<file path="src/verilog/pwmPkg.sv">
package pwmPkg;

  //////////////////////////////
  // Wishbone bus
  //////////////////////////////

  typedef struct packed {
    logic        cyc;
    logic        stb;
    logic        we;
    logic [3:0]  adr;  // Word address, unit in [3:2]
    logic [15:0] dat;  // Write data
  } wbReqT;

  typedef struct packed {
    logic        ack;
    logic [15:0] dat;  // Read data
  } wbRspT;

  //////////////////////////////
  // Register map
  //////////////////////////////

  // Offset within a unit
  typedef enum logic [1:0] {
    regVal = 2'd0,  // PEND in intrCtrl
    regCtl = 2'd1,  // MASK in intrCtrl
    regMax = 2'd2,
    regCmp = 2'd3
  } regSelE;

  // Unit field, adr[3:2]
  typedef enum logic [1:0] {
    unit0 = 2'd0,
    unit1 = 2'd1,
    unit2 = 2'd2,
    unit3 = 2'd3
  } unitSelE;

  // One register access, bridge to all units
  typedef struct packed {
    logic        wr;   // Write strobe, already qualified
    regSelE      sel;  // Register offset
    logic [15:0] dat;
  } regAccT;

  // CTL layout
  localparam int CtlEnBit = 0;  // Timer enable
  localparam int CtlPsLsb = 4;  // Prescale limit low bit
  localparam int CtlPsW   = 4;  // Prescale limit width, bits 7:4

endpackage
</file>
<file path="src/verilog/pwmTimerSys.sv">
`timescale 1ns/1ns

module pwmTimerSys #(
  parameter int NumTimers = 2  // Unit field is 2 bits, so at most 3
) (
  input  logic                 clk,
  input  logic                 rstN,
  input  pwmPkg::wbReqT        wbReq,
  output pwmPkg::wbRspT        wbRsp,
  output logic [NumTimers-1:0] pwmOut,
  output logic                 irq
);

  pwmPkg::regAccT             acc;      // Shared register access
  logic [NumTimers:0]         unitSel;
  logic [NumTimers-1:0][15:0] timerRd;
  logic [15:0]                intrRd;
  logic [NumTimers-1:0]       ovf;

  wbTimerBridge #(.NumTimers(NumTimers)) u_bridge (
    .clk     (clk),
    .rstN    (rstN),
    .wbReq   (wbReq),
    .wbRsp   (wbRsp),
    .acc     (acc),
    .unitSel (unitSel),
    .timerRd (timerRd),
    .intrRd  (intrRd)
  );

  // Timer channels, units 0 up
  for (genvar i = 0; i < NumTimers; i++) begin : gTimer
    pwmTimer16 u_timer (
      .clk    (clk),
      .rstN   (rstN),
      .acc    (acc),
      .sel    (unitSel[i]),
      .rdData (timerRd[i]),
      .ovf    (ovf[i]),
      .pwm    (pwmOut[i])
    );
  end

  intrCtrl #(.NumTimers(NumTimers)) u_intr (
    .clk    (clk),
    .rstN   (rstN),
    .acc    (acc),
    .sel    (unitSel[NumTimers]),  // Unit after the last timer
    .ovf    (ovf),
    .rdData (intrRd),
    .irq    (irq)
  );

endmodule

</file>
<file path="src/verilog/intrCtrl.sv">
`timescale 1ns/1ns

module intrCtrl #(
  parameter int NumTimers = 2
) (
  input  logic                 clk,
  input  logic                 rstN,
  input  pwmPkg::regAccT       acc,
  input  logic                 sel,     // Controller addressed
  input  logic [NumTimers-1:0] ovf,     // Pulses from the timers
  output logic [15:0]          rdData,
  output logic                 irq
);

  logic [NumTimers-1:0] pendQ;   // Sticky overflow flags
  logic [NumTimers-1:0] maskQ;   // 1 enables the bit onto irq
  logic [NumTimers-1:0] clrBits;
  logic                 wrPend;
  logic                 wrMask;

  // PEND at offset 0, MASK at offset 1
  assign wrPend  = sel && acc.wr && (acc.sel == pwmPkg::regVal);
  assign wrMask  = sel && acc.wr && (acc.sel == pwmPkg::regCtl);
  assign clrBits = wrPend ? acc.dat[NumTimers-1:0] : '0;  // Write 1 to clear

  //////////////////////////////
  // Pending, mask, irq
  //////////////////////////////

  always_ff @(posedge clk) begin
    if (!rstN) begin
      pendQ <= '0;
      maskQ <= '0;
      irq   <= 1'b0;
    end else begin
      pendQ <= (pendQ & ~clrBits) | ovf;  // New overflow wins over clear
      if (wrMask) begin
        maskQ <= acc.dat[NumTimers-1:0];
      end
      irq <= |(pendQ & maskQ);
    end
  end

  // Offsets 2 and 3 read 0
  always_comb begin
    rdData = '0;
    if (acc.sel == pwmPkg::regVal) begin
      rdData[NumTimers-1:0] = pendQ;
    end else if (acc.sel == pwmPkg::regCtl) begin
      rdData[NumTimers-1:0] = maskQ;
    end
  end

endmodule

</file>
<file path="src/verilog/pwmTimer16.sv">
`timescale 1ns/1ns

module pwmTimer16 (
  input  logic           clk,
  input  logic           rstN,
  input  pwmPkg::regAccT acc,
  input  logic           sel,     // This timer addressed
  output logic [15:0]    rdData,
  output logic           ovf,     // One-cycle wrap pulse
  output logic           pwm
);

  // Bus-visible registers
  logic [15:0] valQ;
  logic [15:0] maxQ;
  logic [15:0] cmpQ;
  logic        ctlEn;                    // CTL bit 0
  logic [pwmPkg::CtlPsW-1:0] ctlPs;      // CTL bits 7:4

  // Hidden state
  logic [pwmPkg::CtlPsW-1:0] psQ;        // Prescale counter

  logic        wrAny;
  logic        wrVal;
  logic        tick;
  logic        atMax;
  logic [15:0] ctlRd;

  assign wrAny = sel && acc.wr;
  assign wrVal = wrAny && (acc.sel == pwmPkg::regVal);
  assign tick  = ctlEn && (psQ == ctlPs);  // Every limit+1 cycles
  assign atMax = (valQ == maxQ);

  //////////////////////////////
  // Prescaler
  //////////////////////////////

  // Restarts on any write to this timer, held at 0 while disabled
  always_ff @(posedge clk) begin
    if (!rstN) begin
      psQ <= '0;
    end else if (wrAny || !ctlEn || tick) begin
      psQ <= '0;
    end else begin
      psQ <= psQ + 1'b1;
    end
  end

  //////////////////////////////
  // Registers and counter
  //////////////////////////////

  always_ff @(posedge clk) begin
    if (!rstN) begin
      valQ  <= '0;
      maxQ  <= '0;
      cmpQ  <= '0;
      ctlEn <= 1'b0;
      ctlPs <= '0;
    end else begin
      if (wrVal) begin
        valQ <= acc.dat;  // Bus write beats the increment
      end else if (tick) begin
        valQ <= atMax ? 16'd0 : valQ + 16'd1;
      end
      if (wrAny && acc.sel == pwmPkg::regCtl) begin
        ctlEn <= acc.dat[pwmPkg::CtlEnBit];
        ctlPs <= acc.dat[pwmPkg::CtlPsLsb +: pwmPkg::CtlPsW];
      end
      if (wrAny && acc.sel == pwmPkg::regMax) begin
        maxQ <= acc.dat;
      end
      if (wrAny && acc.sel == pwmPkg::regCmp) begin
        cmpQ <= acc.dat;
      end
    end
  end

  // Wrap pulse lines up with VAL reading 0
  always_ff @(posedge clk) begin
    if (!rstN) begin
      ovf <= 1'b0;
      pwm <= 1'b0;
    end else begin
      ovf <= tick && atMax && !wrVal;
      pwm <= ctlEn && (valQ >= cmpQ);  // One cycle behind VAL
    end
  end

  //////////////////////////////
  // Readback
  //////////////////////////////

  always_comb begin
    ctlRd = '0;  // Unused CTL bits read 0
    ctlRd[pwmPkg::CtlEnBit] = ctlEn;
    ctlRd[pwmPkg::CtlPsLsb +: pwmPkg::CtlPsW] = ctlPs;
  end

  always_comb begin
    case (acc.sel)
      pwmPkg::regVal: rdData = valQ;
      pwmPkg::regCtl: rdData = ctlRd;
      pwmPkg::regMax: rdData = maxQ;
      default:        rdData = cmpQ;
    endcase
  end

endmodule

</file>
<file path="src/verilog/wbTimerBridge.sv">
`timescale 1ns/1ns

module wbTimerBridge #(
  parameter int NumTimers = 2  // Legal 1 to 3
) (
  input  logic                       clk,
  input  logic                       rstN,
  input  pwmPkg::wbReqT              wbReq,
  output pwmPkg::wbRspT              wbRsp,
  output pwmPkg::regAccT             acc,
  output logic [NumTimers:0]         unitSel,   // One-hot, top bit is intrCtrl
  input  logic [NumTimers-1:0][15:0] timerRd,
  input  logic [15:0]                intrRd
);

  pwmPkg::unitSelE unit;     // Decoded unit field
  logic            access;   // Qualified bus cycle
  logic            ackQ;
  logic [15:0]     rdMux;
  logic [15:0]     rdQ;

  //////////////////////////////
  // Decode
  //////////////////////////////

  assign unit   = pwmPkg::unitSelE'(wbReq.adr[3:2]);
  assign access = wbReq.cyc && wbReq.stb && !ackQ;  // Not in the ack cycle

  // Same access to every unit, select picks the target
  assign acc.wr  = access && wbReq.we;
  assign acc.sel = pwmPkg::regSelE'(wbReq.adr[1:0]);
  assign acc.dat = wbReq.dat;

  always_comb begin
    unitSel = '0;
    for (int i = 0; i < NumTimers; i++) begin
      unitSel[i] = access && (unit == pwmPkg::unitSelE'(i));
    end
    // Interrupt controller sits right after the last timer
    unitSel[NumTimers] = access && (unit == pwmPkg::unitSelE'(NumTimers));
  end

  //////////////////////////////
  // Read mux and response
  //////////////////////////////

  always_comb begin
    rdMux = '0;  // Unmapped units read 0
    for (int i = 0; i < NumTimers; i++) begin
      if (unit == pwmPkg::unitSelE'(i)) begin
        rdMux = timerRd[i];  // Unit already muxed on offset
      end
    end
    if (unit == pwmPkg::unitSelE'(NumTimers)) begin
      rdMux = intrRd;
    end
  end

  // Single-cycle ack, drops for one cycle between back-to-back accesses
  always_ff @(posedge clk) begin
    if (!rstN) begin
      ackQ <= 1'b0;
    end else begin
      ackQ <= access;
    end
  end

  // Captured with the ack, held otherwise
  always_ff @(posedge clk) begin
    if (access) begin
      rdQ <= rdMux;  // Loads on writes too, master ignores it
    end
  end

  assign wbRsp.ack = ackQ;
  assign wbRsp.dat = rdQ;

endmodule

</file>
<file path="config.mk">
export PLATFORM = sky130hd
export DESIGN_NAME = pwmTimerSys
export DESIGN_NICKNAME = d
export VERILOG_FILES = /design/src/verilog/pwmPkg.sv /design/src/verilog/pwmTimerSys.sv /design/src/verilog/intrCtrl.sv /design/src/verilog/pwmTimer16.sv /design/src/verilog/wbTimerBridge.sv
export SDC_FILE = /design/constraint.sdc
export NUM_CORES = 1
export LEC_CHECK = 0
export BUFFER_PORTS_ARGS = -buffer_cell sky130_fd_sc_hd__buf_4
export CAP_MARGIN = 20
export CORE_MARGIN = 2
export CORE_UTILIZATION = 40
export DETAILED_ROUTE_END_ITERATION = 6
export HOLD_SLACK_MARGIN = 0.03
export PLACE_DENSITY = 0.62
export SLEW_MARGIN = 20
export SYNTH_ARGS = -nofsm -noshare
export SYNTH_HDL_FRONTEND = slang
export SYNTH_HIERARCHICAL = 1
export SYNTH_SLANG_ARGS = --single-unit
</file>
<file path="constraint.sdc">
create_clock -name clk -period 2.4 [get_ports clk]
set_input_delay 0.12 -clock clk [delete_from_list [all_inputs] [get_ports clk]]
set_output_delay 0.12 -clock clk [all_outputs]
set_load 0.05 [all_outputs]
</file>
* Yosys cells after proc, flatten, opt, wreduce, memory -nomap -nowiden
Cells that the tools add are included.
** Word-level totals
- Word-level logic and storage cells :: 99
- Bits of input ports :: 25
- Flip-flop bits (word level) :: 140
** Operators by class
- Multiplexer cells :: 14
- Bitwise operators :: 5
- Add/sub/neg operators :: 4
- Reduce and logical (&&, ||, !) cells :: 43
- Magnitude comparators :: 2
- Equal/unequal tests :: 9
** Operators by type and width (number)
- $mux 16 :: 8
- $pmux 16 s3 :: 2
- $add 16x1->16 const B :: 2
- $eq 16x16->1 :: 2
- $ge 16x16->1 :: 2
- $logic_and 1x1->1 :: 27
- $add 4x1->4 const B :: 2
- $eq 4x4->1 :: 2
- $mux 2 :: 4
- $eq 2x2->1 const B :: 3
- $reduce_or 2->1 :: 3
- $logic_not 1->1 :: 5
- $and 2x2->2 :: 2
- $eq 2x1->1 const B :: 2
- $logic_not 2->1 :: 2
- $logic_or 1x1->1 :: 4
- $reduce_bool 2->1 :: 2
- $not 2->2 :: 1
- $or 2x2->2 :: 1
- $not 1->1 :: 1

* Depth between registers and ports, before layout
Gate-level depths: netlist of run 1.
- Depth after elaboration :: 9
- Gate-level depth with buffers :: 10
- Depth with buffers taken out :: 9

* Hierarchy
Netlist of run 1, hierarchy kept.
** By module, submodules not included
- pwmTimer16 :: seq. area each 1181.1 µm², instances 2, area each 3517.1 µm², cells an instance 404
- wbTimerBridge :: seq. area each 500.5 µm², instances 1, area each 1072.3 µm², cells an instance 82
- intrCtrl :: seq. area each 100.1 µm², instances 1, area each 345.3 µm², cells an instance 40

* Least setup slack after synthesis of run 1
OpenSTA, ideal clock, no wires.
- Path type :: register -> register
- From :: register u_bridge.ackQ
- To :: register gTimer[1].u_timer.valQ[11]
- Data arrival time :: 2238 ps
- Slack :: 34 ps
- Path buffers :: 0
- Clock period less this slack :: 2366 ps
- Cell stages (with the launch flop) :: 10
- Cell sequence :: dfxtp_1 -> nand3b_1 -> inv_1 -> and2_1 -> nand2_1 -> nor3_1 -> a21oi_1 -> nor4b_1 -> xnor2_1 -> o21ai_0
** RTL lines
- start: declaration :: RTL line wbTimerBridge.sv:18 : logic ackQ;
- start signal: assignment :: RTL line wbTimerBridge.sv:64 : ackQ <= access;
- end signal: assignment :: RTL line pwmTimer16.sv:62 : valQ <= acc.dat;
- end signal: assignment :: RTL line pwmTimer16.sv:64 : valQ <= atMax ? 16'd0 : valQ + 16'd1;
- end: declaration :: RTL line pwmTimer16.sv:14 : logic [15:0] valQ;

* Worst setup path in the final report of run 1
- From :: register u_bridge.ackQ
- To :: register gTimer[0].u_timer.valQ[12]
** Between the ends
- Word-level cells in the longest chain between the ends :: 6
- Elaborated cells on any way between the ends :: 8
** Ends and longest elaborated chain
- $logic_not 1->1 * :: RTL line wbTimerBridge.sv:27 : assign access = wbReq.cyc && wbReq.stb && !ackQ;
- $logic_and 1x1->1 * :: RTL line wbTimerBridge.sv:27
- $logic_and 1x1->1 * :: RTL line wbTimerBridge.sv:37 : unitSel[i] = access && (unit == pwmPkg::unitSelE'(i));
- via unitSel[0] :: RTL line pwmTimerSys.sv:15 : logic [NumTimers:0] unitSel;
- $logic_and 1x1->1 * :: RTL line pwmTimer16.sv:29 : assign wrAny = sel && acc.wr;
- $logic_and 1x1->1 * :: RTL line pwmTimer16.sv:30 : assign wrVal = wrAny && (acc.sel == pwmPkg::regVal);
- $mux 16 or $reduce_bool 2->1 (tied branches)
- end signal: assignment :: RTL line pwmTimer16.sv:62
- end signal: assignment :: RTL line pwmTimer16.sv:64
- end: declaration :: RTL line pwmTimer16.sv:14
The timed path passes the listed nets; every way through them passes the cells marked *.
A chain may end at the register's enable or synchronous reset.

==> impl_metrics.ini, run 1 <==
[status]
status = complete, no violations

[final_layout]
nNetsFinal = 1041
fin_area_sq_mm = 0.00964
post-route-util = 0.462
multi_input_area_sq_mm = 0.00486
syn_to_final_growth_pct = 14.1
fillers = 2010
antennaDiodeCount = 0
layout.area.seq_sq_mm = 0.00296
drive_gt1_frac = 0.174

[route]
drt_iter0_drc = 562
drc = 0
routedWlPerCell_um = 18.1
vias = 6823
postRouteAntennaNets = 0
first_pass_iters = 6
viasPerCell = 5.38
routed_wl_um = 23000

[critical_path]
worst-path-max-fanout = 11
worstSetupEndpoint = gTimer[0].u_timer/valQ[12]
reg2reg_slack_ns = 0.18
worstSetupStartpointType = flop
arrival_ns = 2.56
cp.required_ns = 2.74
r2r_end = gTimer[0].u_timer/valQ[12]
r2r_cells = 8
critical_path_class = reg -> reg
rr_startpoint = u_bridge/ackQ
endpoint_kind = flop
crit_start = u_bridge/ackQ

[synthesis]
synth_top_area_cell = dfxtp_1
synthArstFlopShare = 0
ys_warn_count = 6
ys_types = 61
syn_inst = 930
synth_ff_type = dfxtp_1
synth_edf_count = 16
yosysTopAreaCellShare = 0.294
synth.most_common_cell = nand2_1
synthesis.area_per_instance_sq_um = 9.09
synth_area_sq_mm = 0.00845
yosys-top-cells-count = nand2_1 (182), dfxtp_1 (124), a21boi_0 (66)
synthTopCellsByArea = dfxtp_1 (29%), nand2_1 (8.1%), a21boi_0 (5.9%)
ys_ff_latch = 140
yosysSeqAreaShare = 0.351

[clock_network]
cts_sinks = 140
cts_tree = yes
root_buffer = clkbuf_16
h-tree-depth = 4
numCtsBuffers = 17
clkSlewWorstSetupHoldPaths_ns = 0.06
clkLatencyLatePin_ns = 0.42
cts_buffer_depth = 2

[timing]
drv_slew = 0
rsz0062_at_grt = false
timing.fmax_mhz = 450
hold_viol = 0
fin_crit_ns = 2.22
finClkSkew_ns = 0.00695
fin_crit_sh = 0.925
setup_viol_count_final = 0
slew_headroom = 0.461
tightest_slew_ns = 0.808

[floorplan]
fp.dieH_um = 149
row_count = 53
core_area_sq_mm = 0.0209
start_util = 0.405
io_pins = 45
design.die.area_sq_mm = 0.0223
die_x_um = 149

[power_and_ir_drop]
powerDensity_mw_per_mm2 = 536
ir_drop_v = 0.000346
p_leak_nw = 3.51
power_mw = 5.16

[min_path]
whs_path_depth = 2
hold_path_class = in -> reg

[global_routing]
globalRouteTotalUtil = 0.212
grt_max_degree = 44
overflow = 0
grt_pass1_vias = 6273
grt_pass1_wl_um = 36200
antenna_found_initial = 0

[place]
postPlaceCellArea_sq_mm = 0.00893
gp_congestion = 0.871
dp_hpwl_um = 16400
port_buffers = 44

[job]
drv_cap = 0
area by class of cell:
class                      count  share of cell area
sequential                   140               0.307
clock inverter                10             0.00779
inverter                      41              0.0160
tap                          275              0.0357
clock buffer                  22              0.0471
multi-input combinational    681               0.504
timing repair buffer          99              0.0823
stage by stage:
stage	std cells	TNS (ns)	setup slack, ns	hold slack [ns]
after global routing	1268	0	0.0305	0.0432
final	1268	0	0.179	0.0472
after CTS	1268	0	0.0319	0.0358
after floorplan	943	0	0.0342	0.242
after detailed placement	1221	0	0.0459	0.390
after global placement	1221	-0.206	-0.0503	0.383
sequential cells by signal (all words and copies together) (netlist names):
register / cells
gTimer.u_timer/ctlPs: 8
gTimer.u_timer/ctlEn: 2
gTimer.u_timer/maxQ: 32
u_intr/pendQ: 2
gTimer.u_timer/ovf: 2
gTimer.u_timer/psQ: 8
gTimer.u_timer/valQ: 32
u_intr/maskQ: 2
gTimer.u_timer/cmpQ: 32
u_bridge/rdQ: 16
u_intr/irq: 1
gTimer.u_timer/pwm: 2
u_bridge/ackQ: 1
how the worst min path moves through the flow:
stage	startpoint	endpoint	slack (ns)
floorplan	rstN	u_bridge/ackQ	0.24
global placement	wbReq[2]	gTimer[1].u_timer/valQ[2]	0.38
finish	wbReq[0]	u_intr/pendQ[0]	0.05
global route	wbReq[0]	u_intr/pendQ[0]	0.04
detailed placement	wbReq[2]	gTimer[1].u_timer/valQ[2]	0.39
CTS	wbReq[0]	u_intr/pendQ[0]	0.04
layout by cell type, fill, tap and decap left out, types with 16 or more instances in the layout:
cell / instances
nand2_1: 182
dfxtp_1: 124
buf_4: 83
a21boi_0: 66
xnor2_1: 54
inv_1: 41
ha_1: 36
mux2i_1: 32
nor2_1: 28
o21ai_0: 26
mux2_2: 22
a22o_1: 20
nand4_1: 20
clkbuf_16: 17
nand3_1: 16
o2bb2ai_1: 16
edfxtp_1: 16
per-layer routing:
layer | vias up | track usage | share of wire
met3 | 30 | 0.0379 | 0.059
li1 | 3313 | - | -
met4 | 0 | 0.0633 | 0.018
met5 | - | 0 | 0
met2 | 206 | 0.321 | 0.44
met1 | 3274 | 0.307 | 0.48
where the power goes:
group	leakage [nW]	total (mW)	switching, mW	internal (mW)
sequential	1.15	2.39	0.00560	2.38
clock	0.262	2.42	0.987	1.43
combinational	2.10	0.358	0.224	0.133
total	3.51	5.16	1.22	3.95
critical path: stages, from the launching register on:
cell,delay (ns)
dfxtp_1,0.30
nand3b_1,0.24
nor3_2,0.26
nand2_1,0.16
nor3_1,0.27
buf_4,0.26
and2_1,0.44
a32oi_1,0.09
o21ai_0,0.11
repair_timing:
action / CTS / global route
setup endpoints to repair: 0 / 26
hold endpoints to repair: 63 / 0
hold buffers: 15 / 0
resized for setup: 0 / 7
buffers inserted: 0 / 0
logic make-up after synthesis:
| logic type | Yosys count | synth area share |
|---|---|---|
| multiplexers | 64 | 0.0939 |
| other | 1 | 0.000444 |
| XOR/XNOR | 66 | 0.0684 |
| AO/OA/AOI/OAI | 181 | 0.163 |
| AND/OR/NAND/NOR | 320 | 0.186 |
| flip-flops | 140 | 0.351 |
| buffers and inverters | 122 | 0.0848 |
| adder cells (fa/ha/maj) | 36 | 0.0533 |
Power figures use the tool's default switching activity.
==> run 2: changes to the inputs <==
--- a/config.mk
+++ b/config.mk
@@ -7,12 +7,13 @@
 export LEC_CHECK = 0
 export BUFFER_PORTS_ARGS = -buffer_cell sky130_fd_sc_hd__buf_4
 export CAP_MARGIN = 20
+export CELL_PAD_IN_SITES_DETAIL_PLACEMENT = 0
+export CELL_PAD_IN_SITES_GLOBAL_PLACEMENT = 1
 export CORE_MARGIN = 2
 export CORE_UTILIZATION = 40
 export DETAILED_ROUTE_END_ITERATION = 6
 export HOLD_SLACK_MARGIN = 0.03
-export PLACE_DENSITY = 0.62
-export SLEW_MARGIN = 20
+export PLACE_DENSITY = 0.76
 export SYNTH_ARGS = -nofsm -noshare
 export SYNTH_HDL_FRONTEND = slang
 export SYNTH_HIERARCHICAL = 1
==> run 2 against run 1 <==
  * Sequential power hardly changed
  * Worst hold slack got worse by 0.0024 ns
  * Die area is the same
  * Sequential cell count unchanged
  * Final area is 1.5% higher
==> impl_metrics.ini, run 2 (synthesized netlist as in run 1, its figures left out) <==
[floorplan]
fp.dieH_um = 149
row_count = 53
io_pins = 45
core_area_sq_mm = 0.0209
start_util = 0.405
design.die.area_sq_mm = 0.0223
die_x_um = 149

[timing]
fin_crit_sh = 0.915
setup_tns_ns = 0
tightest_slew_ns = 0.915
finClkSkew_ns = 0.0116
fin_crit_ns = 2.20
timing.fmax_mhz = 455
holdWs_ns = 0.0447
rsz0062_at_grt = false
drv_slew = 0
setup_viol_count_final = 0
hold_viol = 0
slew_headroom = 0.388

[job]
drv_cap = 0

[final_layout]
drive_gt1_frac = 0.183
final_cell_mix = nand2_1 (182), dfxtp_1 (124), buf_4 (90), a21boi_0 (66), xnor2_1 (54)
nNetsFinal = 1047
largestRegisters = gTimer.u_timer/cmpQ: 32 flops, gTimer.u_timer/maxQ: 32 flops, gTimer.u_timer/valQ: 32 flops
layout_commonest_cell = nand2_1
final_cells = 1274
syn_to_final_growth_pct = 15.8
antennaDiodeCount = 0

[clock_network]
cts_sinks = 140
numCtsBuffers = 17
cts_buffer_depth = 2
clkLatencyLatePin_ns = 0.43
cts_tree = yes
h-tree-depth = 4
root_buffer = clkbuf_16
postCtsSetupBuffers = 0
clkSlewWorstSetupHoldPaths_ns = 0.06

[global_routing]
overflow = 0
grt_max_degree = 34
antenna_found_initial = 0
grt_pass1_vias = 6606
globalRouteTotalUtil = 0.225
grt_pass1_wl_um = 38000

[min_path]
whs_path_depth = 2
hold_path_class = in -> reg

[critical_path]
cp.depth = 9
r2r_end = gTimer[0].u_timer/valQ[9]
cp_num_buf_inv = 2
cp.required_ns = 2.74
slowest_stage = and2_1
arrival_ns = 2.54
worst-path-max-fanout = 11
endpoint_kind = flop
crit_start = u_bridge/ackQ
cp_top_family = simple AND/OR/NAND/NOR gates
worstSetupEndpoint = gTimer[0].u_timer/valQ[9]
critical_path_class = reg -> reg
reg2reg_slack_ns = 0.20
slowest_delay_ns = 0.45
rr_startpoint = u_bridge/ackQ
worstSetupStartpointType = flop
r2r_cells = 9
path_cells = nand3b_1 -> inv_1 -> and2_1 -> nand2_1 -> nor3_1 -> buf_4 -> and2_1 -> nand2_1 -> o21ai_0

[power_and_ir_drop]
ir_drop_v = 0.000402
power_mw = 5.63
p_leak_nw = 3.60
powerDensity_mw_per_mm2 = 575

[route]
drc = 0
first_pass_iters = 5
routedWlPerCell_um = 18.9
vias = 6722
drt_iter0_drc = 449
routed_wl_um = 24100
viasPerCell = 5.28
postRouteAntennaNets = 0

[place]
gp_congestion = 0.902
dp_hpwl_um = 17400
dp.cells = 1228
port_buffers = 44

[status]
status = complete, no violations
## run 2: how the worst min path moves through the flow
stage / startpoint / end / slack (ns)
3_3_place_gp: wbReq[2] / gTimer[1].u_timer/valQ[2] / 0.41
3_5_place_dp: wbReq[2] / gTimer[0].u_timer/valQ[2] / 0.41
5_1_grt: wbReq[0] / u_intr/pendQ[0] / 0.04
4_1_cts: wbReq[0] / u_intr/pendQ[0] / 0.04
6_report: wbReq[0] / u_intr/pendQ[0] / 0.04
2_1_floorplan: rstN / u_bridge/ackQ / 0.24
## run 2: layout make-up
type / count / area (sq um)
fillers: 2019 / 11100
multi-input cells: 681 / 4840
flip-flops and latches: 140 / 2960
repair buffers: 105 / 836
clock buffers: 22 / 517
well taps: 275 / 344
inverters: 41 / 154
clock inverters: 10 / 131
## run 2: stage by stage
| step | area [sq um] | worst slack (ns) | utilization |
|---|---|---|---|
| 6_report | 9790 | 0.204 | 0.468 |
| 4_1_cts | 9770 | 0.0385 | 0.468 |
| 5_1_grt | 9790 | 0.0403 | 0.468 |
| 3_5_place_dp | 8980 | 0.0626 | 0.430 |
| 3_3_place_gp | 8980 | 0.197 | 0.430 |
| 2_1_floorplan | 8500 | 0.0342 | - |
## run 2: what timing repair did
item / in CTS / in global routing
endpoints found under the setup margin: 0 / 29
hold buffers: 14 / 0
gates resized for setup: 0 / 5
hold endpoints to repair: 67 / 0
## run 2: worst register-to-register path: stages, from the launching register on
cell and delay (ns):
dfxtp_1 0.32, nand3b_1 0.23, inv_1 0.10, and2_1 0.17, nand2_1 0.11, nor3_1 0.26
buf_4 0.25, and2_1 0.45, nand2_1 0.12, o21ai_0 0.09
## run 2: metal layers
layer  track usage  vias up  wire length (um)  share of wire
li1              -     3323                 -              -
met1         0.326     3191             11800           0.49
met2         0.339      177             10500           0.44
met3        0.0401       31              1260          0.052
met4        0.0695        0               554          0.023
met5             0        -                 0              0
## run 2: report_power, final
part	internal, mW	total (mW)	leakage [nW]	switching, mW
Combinational	0.132	0.364	2.13	0.232
Sequential	2.38	2.39	1.15	0.00802
Clock	1.83	2.87	0.322	1.04
